**src/common/armPkg.sv**
```systemverilog
`default_nettype none

package armPkg;

  // ==========================================================================
  // Widths that carry a meaning
  // ==========================================================================

  // Data or address word
  typedef logic [31:0] word_t;
  // Register number, R0..R15
  typedef logic [3:0]  regIdx_t;
  // Data-processing opcode, instruction bits 24:21
  typedef logic [3:0]  aluOp_t;
  // Shift kind, instruction bits 6:5
  typedef logic [1:0]  shiftType_t;

  // Only the "always" condition is executed
  localparam logic [3:0] condAlways = 4'b1110;

  // Supported data-processing opcodes
  localparam aluOp_t opAnd = 4'b0000;
  localparam aluOp_t opEor = 4'b0001;
  localparam aluOp_t opSub = 4'b0010;
  localparam aluOp_t opAdd = 4'b0100;
  localparam aluOp_t opOrr = 4'b1100;
  localparam aluOp_t opMov = 4'b1101;

  // Shift kinds for a register operand
  localparam shiftType_t shLsl = 2'b00;
  localparam shiftType_t shLsr = 2'b01;
  localparam shiftType_t shAsr = 2'b10;
  localparam shiftType_t shRor = 2'b11;

  // ==========================================================================
  // Stage structs
  // ==========================================================================

  // Decode to execute
  typedef struct packed {
    logic       valid;
    logic       regWrite;
    logic       isLoad;
    logic       isStore;
    logic       isByte;
    logic       useImm;
    aluOp_t     aluOp;
    shiftType_t shiftType;
    logic [4:0] shiftAmount;
    regIdx_t    rd;
    regIdx_t    rn;
    regIdx_t    rm;
    word_t      rnValue;
    word_t      rmValue;
    // Store data
    word_t      rdValue;
    // Rotated immediate or load/store offset
    word_t      imm;
  } execCtrl_t;

  // Execute to memory stage
  typedef struct packed {
    logic    valid;
    logic    regWrite;
    logic    isLoad;
    logic    isStore;
    logic    isByte;
    regIdx_t rd;
    word_t   aluOut;
    word_t   storeData;
  } memStage_t;

  // Writeback bus back to register file and bypass
  typedef struct packed {
    logic    valid;
    logic    regWrite;
    regIdx_t rd;
    word_t   result;
  } wbBus_t;

endpackage

`default_nettype wire

```
**src/execute/aluShifter.sv**
```systemverilog
`timescale 1ns/1ns
`default_nettype none

module aluShifter import armPkg::*; (
  input  word_t      operandA,
  input  word_t      operandB,
  input  shiftType_t shiftType,
  input  logic [4:0] shiftAmount,
  input  aluOp_t     aluOp,
  output word_t      aluResult
);

  word_t       shifted;
  logic [63:0] rorWide;

  // ==========================================================================
  // Barrel shifter
  // ==========================================================================

  // Rotate through a doubled copy, so amount 0 is a plain pass
  assign rorWide = {operandB, operandB} >> shiftAmount;

  always_comb begin
    case (shiftType)
      shLsl: begin
        shifted = operandB << shiftAmount;
      end
      shLsr: begin
        shifted = operandB >> shiftAmount;
      end
      shAsr: begin
        // Sign fill from bit 31
        shifted = word_t'($signed(operandB) >>> shiftAmount);
      end
      shRor: begin
        shifted = rorWide[31:0];
      end
      default: begin
        shifted = operandB;
      end
    endcase
  end

  // ==========================================================================
  // ALU
  // ==========================================================================

  always_comb begin
    case (aluOp)
      opAnd:   aluResult = operandA & shifted;
      opEor:   aluResult = operandA ^ shifted;
      opSub:   aluResult = operandA - shifted;
      opAdd:   aluResult = operandA + shifted;
      opOrr:   aluResult = operandA | shifted;
      // MOV ignores rn
      opMov:   aluResult = shifted;
      default: aluResult = '0;
    endcase
  end

endmodule

`default_nettype wire

```
**src/decode/registerFile.sv**
```systemverilog
`timescale 1ns/1ns
`default_nettype none

module registerFile import armPkg::*; #(
  parameter int NumRegs = 15
) (
  input  logic    clk,
  input  logic    reset,
  input  regIdx_t readA,
  input  regIdx_t readB,
  input  regIdx_t readC,
  input  wbBus_t  wb,
  output word_t   dataA,
  output word_t   dataB,
  output word_t   dataC
);

  word_t regs [NumRegs];
  logic  writeEn;

  // R15 is not held here, writes to it are dropped
  assign writeEn = wb.valid && wb.regWrite && (wb.rd < NumRegs);

  always_ff @(posedge clk) begin
    if (reset) begin
      for (int i = 0; i < NumRegs; i++) begin
        regs[i] <= '0;
      end
    end else if (writeEn) begin
      regs[wb.rd] <= wb.result;
    end
  end

  // Read with write-through of this cycle's result
  function automatic word_t readPort(regIdx_t idx);
    if (writeEn && wb.rd == idx) begin
      return wb.result;
    end
    return (idx < NumRegs) ? regs[idx] : '0;
  endfunction

  assign dataA = readPort(readA);
  assign dataB = readPort(readB);
  assign dataC = readPort(readC);

endmodule

`default_nettype wire

```
**src/decode/decodeStage.sv**
```systemverilog
`timescale 1ns/1ns
`default_nettype none

module decodeStage import armPkg::*; #(
  parameter int NumRegs = 15
) (
  input  logic      clk,
  input  logic      reset,
  input  word_t     InstrF,
  input  wbBus_t    wb,
  output execCtrl_t ctrlE
);

  word_t       instrD;
  logic        validD;
  logic        isDp;
  logic        isMem;
  logic        immOp;
  logic        dpSupported;
  logic        memSupported;
  logic        loadBit;
  logic [63:0] immWide;
  word_t       rotImm;
  word_t       rnValue;
  word_t       rmValue;
  word_t       rdValue;

  // Decode register, only the valid bit is cleared
  always_ff @(posedge clk) begin
    instrD <= InstrF;
    validD <= ~reset;
  end

  // Instruction class from bits 27:26
  assign isDp    = instrD[27:26] == 2'b00;
  assign isMem   = instrD[27:26] == 2'b01;
  assign immOp   = instrD[25];
  assign loadBit = instrD[20];

  // Data processing: only the six opcodes, register form needs an immediate shift
  assign dpSupported = isDp && (immOp || !instrD[4]) &&
                       (instrD[24:21] == opAnd || instrD[24:21] == opEor ||
                        instrD[24:21] == opSub || instrD[24:21] == opAdd ||
                        instrD[24:21] == opOrr || instrD[24:21] == opMov);

  // Single transfer: immediate offset, pre-indexed, offset added, no write-back
  assign memSupported = isMem && !immOp && instrD[24] && instrD[23] && !instrD[21];

  // 8-bit immediate rotated right by twice bits 11:8
  assign immWide = {24'b0, instrD[7:0], 24'b0, instrD[7:0]} >> {instrD[11:8], 1'b0};
  assign rotImm  = immWide[31:0];

  registerFile #(
    .NumRegs(NumRegs)
  ) regs (
    .clk  (clk),
    .reset(reset),
    .readA(instrD[19:16]),
    .readB(instrD[3:0]),
    .readC(instrD[15:12]),
    .wb   (wb),
    .dataA(rnValue),
    .dataB(rmValue),
    .dataC(rdValue)
  );

  always_comb begin
    ctrlE.valid    = validD && instrD[31:28] == condAlways && (dpSupported || memSupported);
    ctrlE.regWrite = dpSupported || (memSupported && loadBit);
    ctrlE.isLoad   = memSupported && loadBit;
    ctrlE.isStore  = memSupported && !loadBit;
    ctrlE.isByte   = memSupported && instrD[22];
    ctrlE.useImm   = isMem || immOp;
    // Memory ops get their add in execute
    ctrlE.aluOp    = instrD[24:21];
    // Immediate forms take no shift
    ctrlE.shiftType   = (isDp && !immOp) ? instrD[6:5] : shLsl;
    ctrlE.shiftAmount = (isDp && !immOp) ? instrD[11:7] : 5'd0;
    ctrlE.rd      = instrD[15:12];
    ctrlE.rn      = instrD[19:16];
    ctrlE.rm      = instrD[3:0];
    ctrlE.rnValue = rnValue;
    ctrlE.rmValue = rmValue;
    ctrlE.rdValue = rdValue;
    ctrlE.imm     = isMem ? {20'b0, instrD[11:0]} : rotImm;
  end

endmodule

`default_nettype wire

```
**src/execute/executeStage.sv**
```systemverilog
`timescale 1ns/1ns
`default_nettype none

module executeStage import armPkg::*; (
  input  logic      clk,
  input  logic      reset,
  input  execCtrl_t ctrlE,
  input  wbBus_t    wb,
  output memStage_t memM
);

  execCtrl_t ctrlQ;
  word_t     rnFwd;
  word_t     rmFwd;
  word_t     rdFwd;
  word_t     operandB;
  word_t     aluResult;
  aluOp_t    aluOpE;
  logic      isMemOp;

  // ==========================================================================
  // Execute register
  // ==========================================================================

  always_ff @(posedge clk) begin
    ctrlQ <= ctrlE;
    if (reset) begin
      ctrlQ.valid <= 1'b0;
    end
  end

  // ==========================================================================
  // Bypass
  // ==========================================================================

  // Memory stage first, then writeback, then the register value
  // Load data is not ready in the memory stage yet
  function automatic word_t bypass(regIdx_t idx, word_t regValue);
    if (memM.valid && memM.regWrite && !memM.isLoad && memM.rd == idx) begin
      return memM.aluOut;
    end
    if (wb.valid && wb.regWrite && wb.rd == idx) begin
      return wb.result;
    end
    return regValue;
  endfunction

  assign rnFwd = bypass(ctrlQ.rn, ctrlQ.rnValue);
  assign rmFwd = bypass(ctrlQ.rm, ctrlQ.rmValue);
  assign rdFwd = bypass(ctrlQ.rd, ctrlQ.rdValue);

  // Shifted register or immediate
  assign operandB = ctrlQ.useImm ? ctrlQ.imm : rmFwd;

  // Loads and stores compute base plus offset
  assign isMemOp = ctrlQ.isLoad | ctrlQ.isStore;
  assign aluOpE  = isMemOp ? opAdd : ctrlQ.aluOp;

  aluShifter alu (
    .operandA   (rnFwd),
    .operandB   (operandB),
    .shiftType  (ctrlQ.shiftType),
    .shiftAmount(ctrlQ.shiftAmount),
    .aluOp      (aluOpE),
    .aluResult  (aluResult)
  );

  // ==========================================================================
  // Memory stage register
  // ==========================================================================

  always_ff @(posedge clk) begin
    memM.valid     <= ctrlQ.valid;
    memM.regWrite  <= ctrlQ.regWrite;
    memM.isLoad    <= ctrlQ.isLoad;
    memM.isStore   <= ctrlQ.isStore;
    memM.isByte    <= ctrlQ.isByte;
    memM.rd        <= ctrlQ.rd;
    memM.aluOut    <= aluResult;
    memM.storeData <= rdFwd;
    if (reset) begin
      memM.valid <= 1'b0;
    end
  end

endmodule

`default_nettype wire

```
**src/verilog/resultSelect.sv**
```systemverilog
`timescale 1ns/1ns
`default_nettype none

module resultSelect import armPkg::*; (
  input  logic      clk,
  input  logic      reset,
  input  memStage_t memM,
  input  word_t     ReadDataM,
  output wbBus_t    wb
);

  memStage_t memW;
  word_t     readDataW;
  logic [7:0] loadByte;
  word_t     loadValue;

  // Writeback register, valid cleared on reset
  always_ff @(posedge clk) begin
    memW      <= memM;
    readDataW <= ReadDataM;
    if (reset) begin
      memW.valid <= 1'b0;
    end
  end

  // Byte lane picked by address bits 1:0
  always_comb begin
    case (memW.aluOut[1:0])
      2'd0:    loadByte = readDataW[7:0];
      2'd1:    loadByte = readDataW[15:8];
      2'd2:    loadByte = readDataW[23:16];
      default: loadByte = readDataW[31:24];
    endcase
  end

  // LDRB is zero-extended
  assign loadValue = memW.isByte ? {24'b0, loadByte} : readDataW;

  assign wb.valid    = memW.valid;
  assign wb.regWrite = memW.regWrite;
  assign wb.rd       = memW.rd;
  assign wb.result   = memW.isLoad ? loadValue : memW.aluOut;

endmodule

`default_nettype wire

```
**src/verilog/armDatapath.sv**
```systemverilog
`timescale 1ns/1ns
`default_nettype none

module armDatapath import armPkg::*; #(
  parameter int    NumRegs = 15,
  parameter word_t ResetPc = 32'h0000_0000
) (
  input  logic  clk,
  input  logic  reset,
  input  word_t InstrF,
  input  word_t ReadDataM,
  output word_t PCF,
  output word_t ALUOutM,
  output word_t WriteDataM,
  output logic  MemWriteM
);

  execCtrl_t ctrlE;
  memStage_t memM;
  wbBus_t    wb;
  word_t     pcPlus4F;

  // ==========================================================================
  // Fetch
  // ==========================================================================

  // No branches, so the PC only steps forward
  assign pcPlus4F = PCF + 32'd4;

  always_ff @(posedge clk) begin
    if (reset) begin
      PCF <= ResetPc;
    end else begin
      PCF <= pcPlus4F;
    end
  end

  // ==========================================================================
  // Decode, execute and writeback
  // ==========================================================================

  decodeStage #(
    .NumRegs(NumRegs)
  ) decode (
    .clk   (clk),
    .reset (reset),
    .InstrF(InstrF),
    .wb    (wb),
    .ctrlE (ctrlE)
  );

  executeStage execute (
    .clk  (clk),
    .reset(reset),
    .ctrlE(ctrlE),
    .wb   (wb),
    .memM (memM)
  );

  resultSelect result (
    .clk      (clk),
    .reset    (reset),
    .memM     (memM),
    .ReadDataM(ReadDataM),
    .wb       (wb)
  );

  // ==========================================================================
  // Memory stage outputs
  // ==========================================================================

  assign ALUOutM = memM.aluOut;
  // Byte store puts the same byte on every lane
  assign WriteDataM = memM.isByte ? {4{memM.storeData[7:0]}} : memM.storeData;
  assign MemWriteM  = memM.valid & memM.isStore;

endmodule

`default_nettype wire

```
**config.mk**
```make
export PLATFORM = sky130hd
export DESIGN_NAME = armDatapath
export DESIGN_NICKNAME = d
export VERILOG_FILES = /design/src/common/armPkg.sv /design/src/execute/aluShifter.sv /design/src/decode/registerFile.sv /design/src/decode/decodeStage.sv /design/src/execute/executeStage.sv /design/src/verilog/resultSelect.sv /design/src/verilog/armDatapath.sv
export SDC_FILE = /design/constraint.sdc
export NUM_CORES = 2
export LEC_CHECK = 0
export BUFFER_PORTS_ARGS = -buffer_cell sky130_fd_sc_hd__buf_2
export CORE_MARGIN = 2
export CORE_UTILIZATION = 48
export DETAILED_ROUTE_END_ITERATION = 8
export RECOVER_POWER = 50
export SETUP_SLACK_MARGIN = 0.4
export SLEW_MARGIN = 40
export SYNTH_ARGS = -nofsm -noshare
export SYNTH_HDL_FRONTEND = slang
export SYNTH_SLANG_ARGS = --single-unit
```
**constraint.sdc**
```tcl
create_clock -name clk -period 8.1 [get_ports clk]
set_input_delay 0 -clock clk [delete_from_list [all_inputs] [get_ports clk]]
set_output_delay 0 -clock clk [all_outputs]
set_load 0.01 [all_outputs]
```
; Word-level counts from Yosys, hierarchy flattened
; Memory sizes are Yosys's and may differ from the RTL's. A register that Yosys moved wholly into a read port is not among the register bits.
; Index checks and enable logic that the tools add are counted.
[word_totals]
elab_cells = 175
inputBits = 66
mem_count = 1
output_inout_bits = 97
reg_bits = 367
ramBits = 480
[classes]
bitwise = 6
n_lt_le_gt_ge = 4
reduce_logical = 45
n_eq_ne = 26
muxes = 50
n_addsub = 3
shift = 5
[memory_table]
columns = name, depth, word_bits, read_ports, rd_clocked_by_memory_dff, wr, line
row1 = decode.regs.regs, 15, 32, 3, 3, 15, registerFile.sv:18  ; word_t regs [NumRegs];
[op_table]
columns = cell, count
row1 = $mux 32, 26
row2 = $pmux 32 s6, 1
row3 = $pmux 32 s4, 1
row4 = $shr 64x5->32, 1
row5 = $shr 40x5->32, 1
row6 = $eq 4x4->1, 9
row7 = $add 32x3->32 const B, 1
row8 = $add 32x32->32, 1
row9 = $and 32x32->32, 1
row10 = $or 32x32->32, 1
row11 = $reduce_or 32->1, 1
row12 = $shl 32x5->32, 1
row13 = $shr 32x5->32, 1
row14 = $sshr 32x5->32, 1
row15 = $sub 32x32->32, 1
row16 = $xor 32x32->32, 1
row17 = $logic_and 1x1->1, 25
row18 = $pmux 8 s3, 1
row19 = $eq 4x4->1 const B, 5
row20 = $mux 1, 18
row21 = $lt 4x4->1 const B, 4
row22 = $mux 12, 1
row23 = $logic_or 1x1->1, 9
row24 = $eq 4x1->1 const B, 2
row25 = other kinds (11), 25

; Longest topological paths before layout
[logic_depth]
depth_word = 12
depth_mapped = 35

; By module
; A second synthesis with hierarchy kept.
[hier_totals]
hier_cells = 4751
hier_area_um2 = 54842.6
[by_module_without_submodules]
columns = mod, area_per_inst_um2, cells_per_inst, n_inst
row1 = registerFile, 31303.8, 2079, 1
row2 = aluShifter, 10143.5, 1289, 1
row3 = executeStage, 7955.1, 776, 1
row4 = resultSelect, 2185.8, 195, 1
row5 = armDatapath, 1642.8, 221, 1
row6 = decodeStage, 1611.5, 191, 1

; Least setup slack after synthesis
; No wires, ideal clock.
[synth_timing]
path_kind = register -> register
from = reg result.memW (netlist bit result.wb[34])
to = reg execute.memM[63] (netlist name)
arrival_time_ns = 7.025
stages_incl_launch_ff = 36
slack_ns = 1.017
path_buffers = 5
cell_sequence = dfxtp_1 > xnor2_1 > and2_1 > buf_4 > buf_6 > buf_4 > buf_2 > and3_1 > o311ai_4 > nand2_1 > buf_2 > o21ai_0 > a311oi_1 > o31ai_1 > a211oi_1 > ha_1 > nand2_1 > nor3_1 > nor2_1 > xnor2_1 > ha_1 > a21oi_1 > nor2b_1 > or3_1 > a31oi_1 > o21ai_0 > a41o_1 > o41a_1 > a41oi_1 > o31a_1 > a21oi_1 > a31oi_1 > nand3_1 > or3_1 > and4_1 > nand2_1
[synth_between]
elab_chain_cells = 11
word_cells_on_any_way = 26
classes_between = 2 x add/sub / 2 x eq/ne / 4 x shift / 13 x mux / 3 x bitwise / 2 x reduce/logical
[synth_rtl]
columns = element, line
row1 = from (decl), resultSelect.sv:12  ; memStage_t memW;
row2 = from (signal assigned), resultSelect.sv:19  ; memW <= memM;
row3 = $eq 4x4->1, executeStage.sv:42  ; if (wb.valid && wb.regWrite && wb.rd == idx) begin
row4 = $logic_and 1x1->1, executeStage.sv:42
row5 = $mux 1 (2 in a row), executeStage.sv:42
row6 = $mux 32, executeStage.sv:45  ; return regValue;
row7 = $mux 32, executeStage.sv:42
row8 = $mux 32, executeStage.sv:53  ; assign operandB = ctrlQ.useImm ? ctrlQ.imm : rmFwd;
row9 = $shr 64x5->32 (tied with other cells), aluShifter.sv:21  ; assign rorWide = {operandB, operandB} >> shiftAmount;
row10 = $pmux 32 s4, aluShifter.sv:24  ; case (shiftType)
row11 = $add 32x32->32 (tied with other cells), aluShifter.sv:53  ; opAdd: aluResult = operandA + shifted;
row12 = $pmux 32 s6 *, aluShifter.sv:49  ; case (aluOp)
; Mark *: on every way between the ends. The rest lies on a longest branch, timed or not. The select of a mux whose other input is x is not followed.
; A chain may end at the register's enable or synchronous reset.

; Worst setup path in the final report
[layout_timing]
from = reg result.memW[70] (netlist bit)
to = reg execute.memM[63] (netlist name)
[layout_between]
elab_chain_cells = 9
word_cells_on_any_way = 19
classes_between = 2 x add/sub / 4 x shift / 10 x mux / 3 x bitwise
[layout_rtl]
columns = element, line
row1 = $mux 32 *, resultSelect.sv:42  ; assign wb.result = memW.isLoad ? loadValue : memW.aluOut;
row2 = $mux 32, executeStage.sv:42
row3 = $mux 32, executeStage.sv:45
row4 = $mux 32, executeStage.sv:42
row5 = $mux 32, executeStage.sv:53
row6 = $shr 64x5->32 (tied with other cells), aluShifter.sv:21
row7 = $pmux 32 s4, aluShifter.sv:24
row8 = $add 32x32->32 (tied with other cells), aluShifter.sv:53
row9 = $pmux 32 s6 *, aluShifter.sv:49
; Mark *: on every way between the ends. The rest lies on a longest branch, timed or not.

==> summary.md <==
| Metric | Value |
|---|---|
| Outcome | `complete, but fails checks` |
| Violated checks | `max-capacitance violations, max-slew violations` |
| Number of violations reported at the end of detailed-routing iteration 0 | `6694` |
| First-pass GRT wire length | `367000 um` |
| Multiplexer share of the synthesized area | `0.215` |
| Drt pass-1 iters | `9` |
| Number of buffers inserted by port buffering | `160` |
| Top cells by area in the synthesized netlist | `edfxtp_1 (29%), mux4_2 (19%), dfxtp_1 (14%), nor2_1 (5.8%), o21ai_0 (2.2%)` |
| Post-synth EDFFs | `512` |
| GPL Wtd Cong | `1.11` |
| Leakage Power | `22.9 nW` |
| Worst endpoint data arrival time | `8200 ps` |
| Aggregate global routing overflow | `0` |
| Via count of the first global-routing pass | `47200` |
| Net count, final | `5626` |
| Part of the Yosys area used for sequential elements | `0.421` |
| Clock buffers created by TritonCTS | `95` |
| Die W | `339 um` |
| Clock Latency Late Sink | `720 ps` |
| Post-synth top area cell | `edfxtp_1` |
| Global Route Usage Sum | `0.452` |
| Tmin final | `7530 ps` |
| Via-to-Cell Ratio | `6.98` |
| RR Startpoint | `result.memW[70]$_DFF_P_` |
| Synth Cell Area | `0.0539 sq mm` |
| DPL Wire Length | `184000 um` |
| Required time of the critical path | `8770 ps` |
| Area of the die | `0.115 sq mm` |
| Startpoint Class | `register` |
| Final clock period utilization by the worst path | `0.930` |
| Initial core utilization | `0.485` |
| Final count of pins violating max slew | `957` |
| Clock tree sinks | `877` |
| Setup Viol. Count Final | `0` |
| Core footprint | `0.111 sq mm` |
| Cell with the biggest individual delay on the critical path | `o311ai_2` |
| Post-synth cell types | `100` |
| Unrepaired setup endpoints after global routing | `false` |
| Fmax | `0.133 GHz` |
| Hold violation total from the final report | `0` |
| Post-DRT Antenna Nets | `0` |
| Cells after Synth | `5074` |
| Dominant register cell in the synthesized netlist | `edfxtp_1` |
| Site Rows | `122` |
| Initial antenna violation count | `17` |
| Worst path max stage delay | `470 ps` |
| Clk root buf | `clkbuf_16` |
| Slew at the pin with the worst max-slew slack | `4630 ps` |
| Chip Height | `339 um` |
| Fraction of the mapped netlist area in simple logic gates | `0.137` |
| Crit-path leading delay family | `compound AO/OA/AOI/OAI gates` |
| VDD IR-drop max | `0.211 mV` |
| HP Start | `execute.ctrlQ[152]$_DFF_P_` |
| CP max FO | `7` |
| Deepest level of the CTS H-tree | `3` |
| Layout overhead on the synthesized area | `17.0%` |
| CP endpoint kind | `register` |
| Compound-Gate Fraction of Synth Area | `0.136` |
| Post-synthesis adder-cell area fraction | `0.0222` |
| Post-route worst hold slack | `329 ps` |
| Dominant combinational cell family by area after synthesis | `multiplexers` |
| Total DRC errors in the routed layout | `0` |
| Worst reg2reg setup slack | `570 ps` |
| Final clock skew | `50.8 ps` |
| Warning count from the yosys run | `0` |
| # IOs | `163` |
| Fraction of layout cells with a size suffix above 1 | `0.228` |
| Area share of the largest cell type after synthesis | `0.285` |
| Largest net degree at the start of global routing | `88` |
| Kind of path behind the tightest hold check | `reg -> reg` |
| Leading cell type in the layout, fill and taps excluded | `nor2_1` |
| Mean instance size in the synthesized netlist | `10.6 sq um` |
| Crit. Startpoint | `result.memW[70]$_DFF_P_` |
| Crit-path most repeated cell | `buf_4` |
| Final wirelength | `263000 um` |
| Power density over the cells | `212 mW/mm^2` |
| Critical Setup Path Class | `reg -> reg` |
| Number of register bits inferred by synthesis | `877` |
| Clock edge transition at the registers on the reported setup and hold paths | `60 ps` |
| Bufs on Longest Clock Path | `3` |
| Commonest cells after routing, fill and taps aside | `nor2_1 (828), edfxtp_1 (512), mux4_2 (463)` |
| Average wire per cell in the routed design | `37.3 um` |
| Xor and xnor fraction of the mapped netlist area | `0.0190` |
| Total vias in the final route | `49100` |
| Ys async rst share | `0` |
| Sum Neg Setup Slack | `0 ps` |
| Buffers and inverters on the worst path | `4` |
| Slew HR | `-2.09` |
| Max-cap violations | `29` |
| CTS tree | `built` |
[worst reg2reg max path, delay by kind of cell (launching register included)]
family / cells / cell delay (ps)
AND/OR/NAND/NOR: 11 / 2000
flip-flops: 1 / 370
AO/OA/AOI/OAI: 15 / 3610
buffers and inverters: 4 / 980
adder cells (fa/ha/maj): 2 / 560
[logic make-up after synthesis]
family	count (synthesis)
and+or+nand+nor	1682
AOI/OAI and AO/OA	1092
DFF	877
buffers and inverters	635
muxes	575
xor gates and xnor gates	117
adders and majority gates	95
other	1
[timing repair]
action | CTS | global route
endpoints found under the hold margin | 97 | 0
cloned | 0 | 0
endpoints found under the setup margin | 3 | 12
setup buffers | 1 | 10
resized for setup | 0 | 54
pin swaps | 1 | 13
hold buffers | 129 | 0
[through the flow]
stage / std cells / power [mW] / worst slack, ps / util / instance area, sq um
6_report: 7043 / 13.4 / 569 / 0.568 / 63000
5_1_grt: 7037 / 13.7 / 178 / 0.568 / 63000
4_1_cts: 7020 / 13.2 / 408 / 0.569 / 63100
3_5_place_dp: 6713 / 8.74 / 292 / 0.529 / 58700
3_3_place_gp: 6709 / 8.74 / 326 / 0.527 / 58500
2_1_floorplan: 5107 / 7.15 / 1020 / - / 54000
[cells in the mapped netlist, types with 68 or more instances]
cell type  instances
edfxtp_1         512
buf_1            103
nand2_1          311
dfxtp_1          365
o22ai_1           94
nand3_1          221
inv_1            143
nor2_1           834
o21ai_0          240
mux2i_1           68
mux4_2           463
xnor2_1           70
a21oi_1          239
clkbuf_1         313
ha_1              94
[registers in the layout (all words and copies together), names as in the netlist]
signal / count
execute.memM: 73
PCF: 30
result.memW: 34
decode.instrD: 32
result.wb: 6
result.readDataW: 32
decode.validD: 1
decode.regs.regs: 512
execute.ctrlQ: 157
[report_power, final]
part	internal, mW	leakage (nW)	switching [mW]
Sequential	5.02	8.33	0.336
Combinational	1.29	13.1	2.23
Clock	2.52	1.54	1.96
[final timing paths]
check / to / cells after the start
worst max-delay path: execute.memM[63]$_SDFF_PN0_ / 32
worst min-delay path: execute.memM[68]$_DFF_P_ / 0
worst max register to register: execute.memM[63]$_SDFF_PN0_ / 32
worst min register to register: execute.memM[68]$_DFF_P_ / 0
[routing by layer]
metal	GRT usage	up-vias	wire length [um]	part of all wire
met3	0.123	1098	30400	0.12
met5	0.00458	-	195	0.00074
li1	-	20100	-	-
met1	0.544	24200	90100	0.34
met2	0.694	3761	117000	0.45
met4	0.338	22	25000	0.095
[final cells by class]
cell class / count / area [sq um]
fill: 9669 / 47900
multi-input combinational: 3595 / 29400
sequential: 877 / 22700
timing repair buffer: 748 / 5350
clock buffer: 142 / 2740
tap: 1488 / 1860
inverter: 148 / 556
clock inverter: 35 / 418
antenna: 10 / 25.0
(Power assumes the default switching activity.)
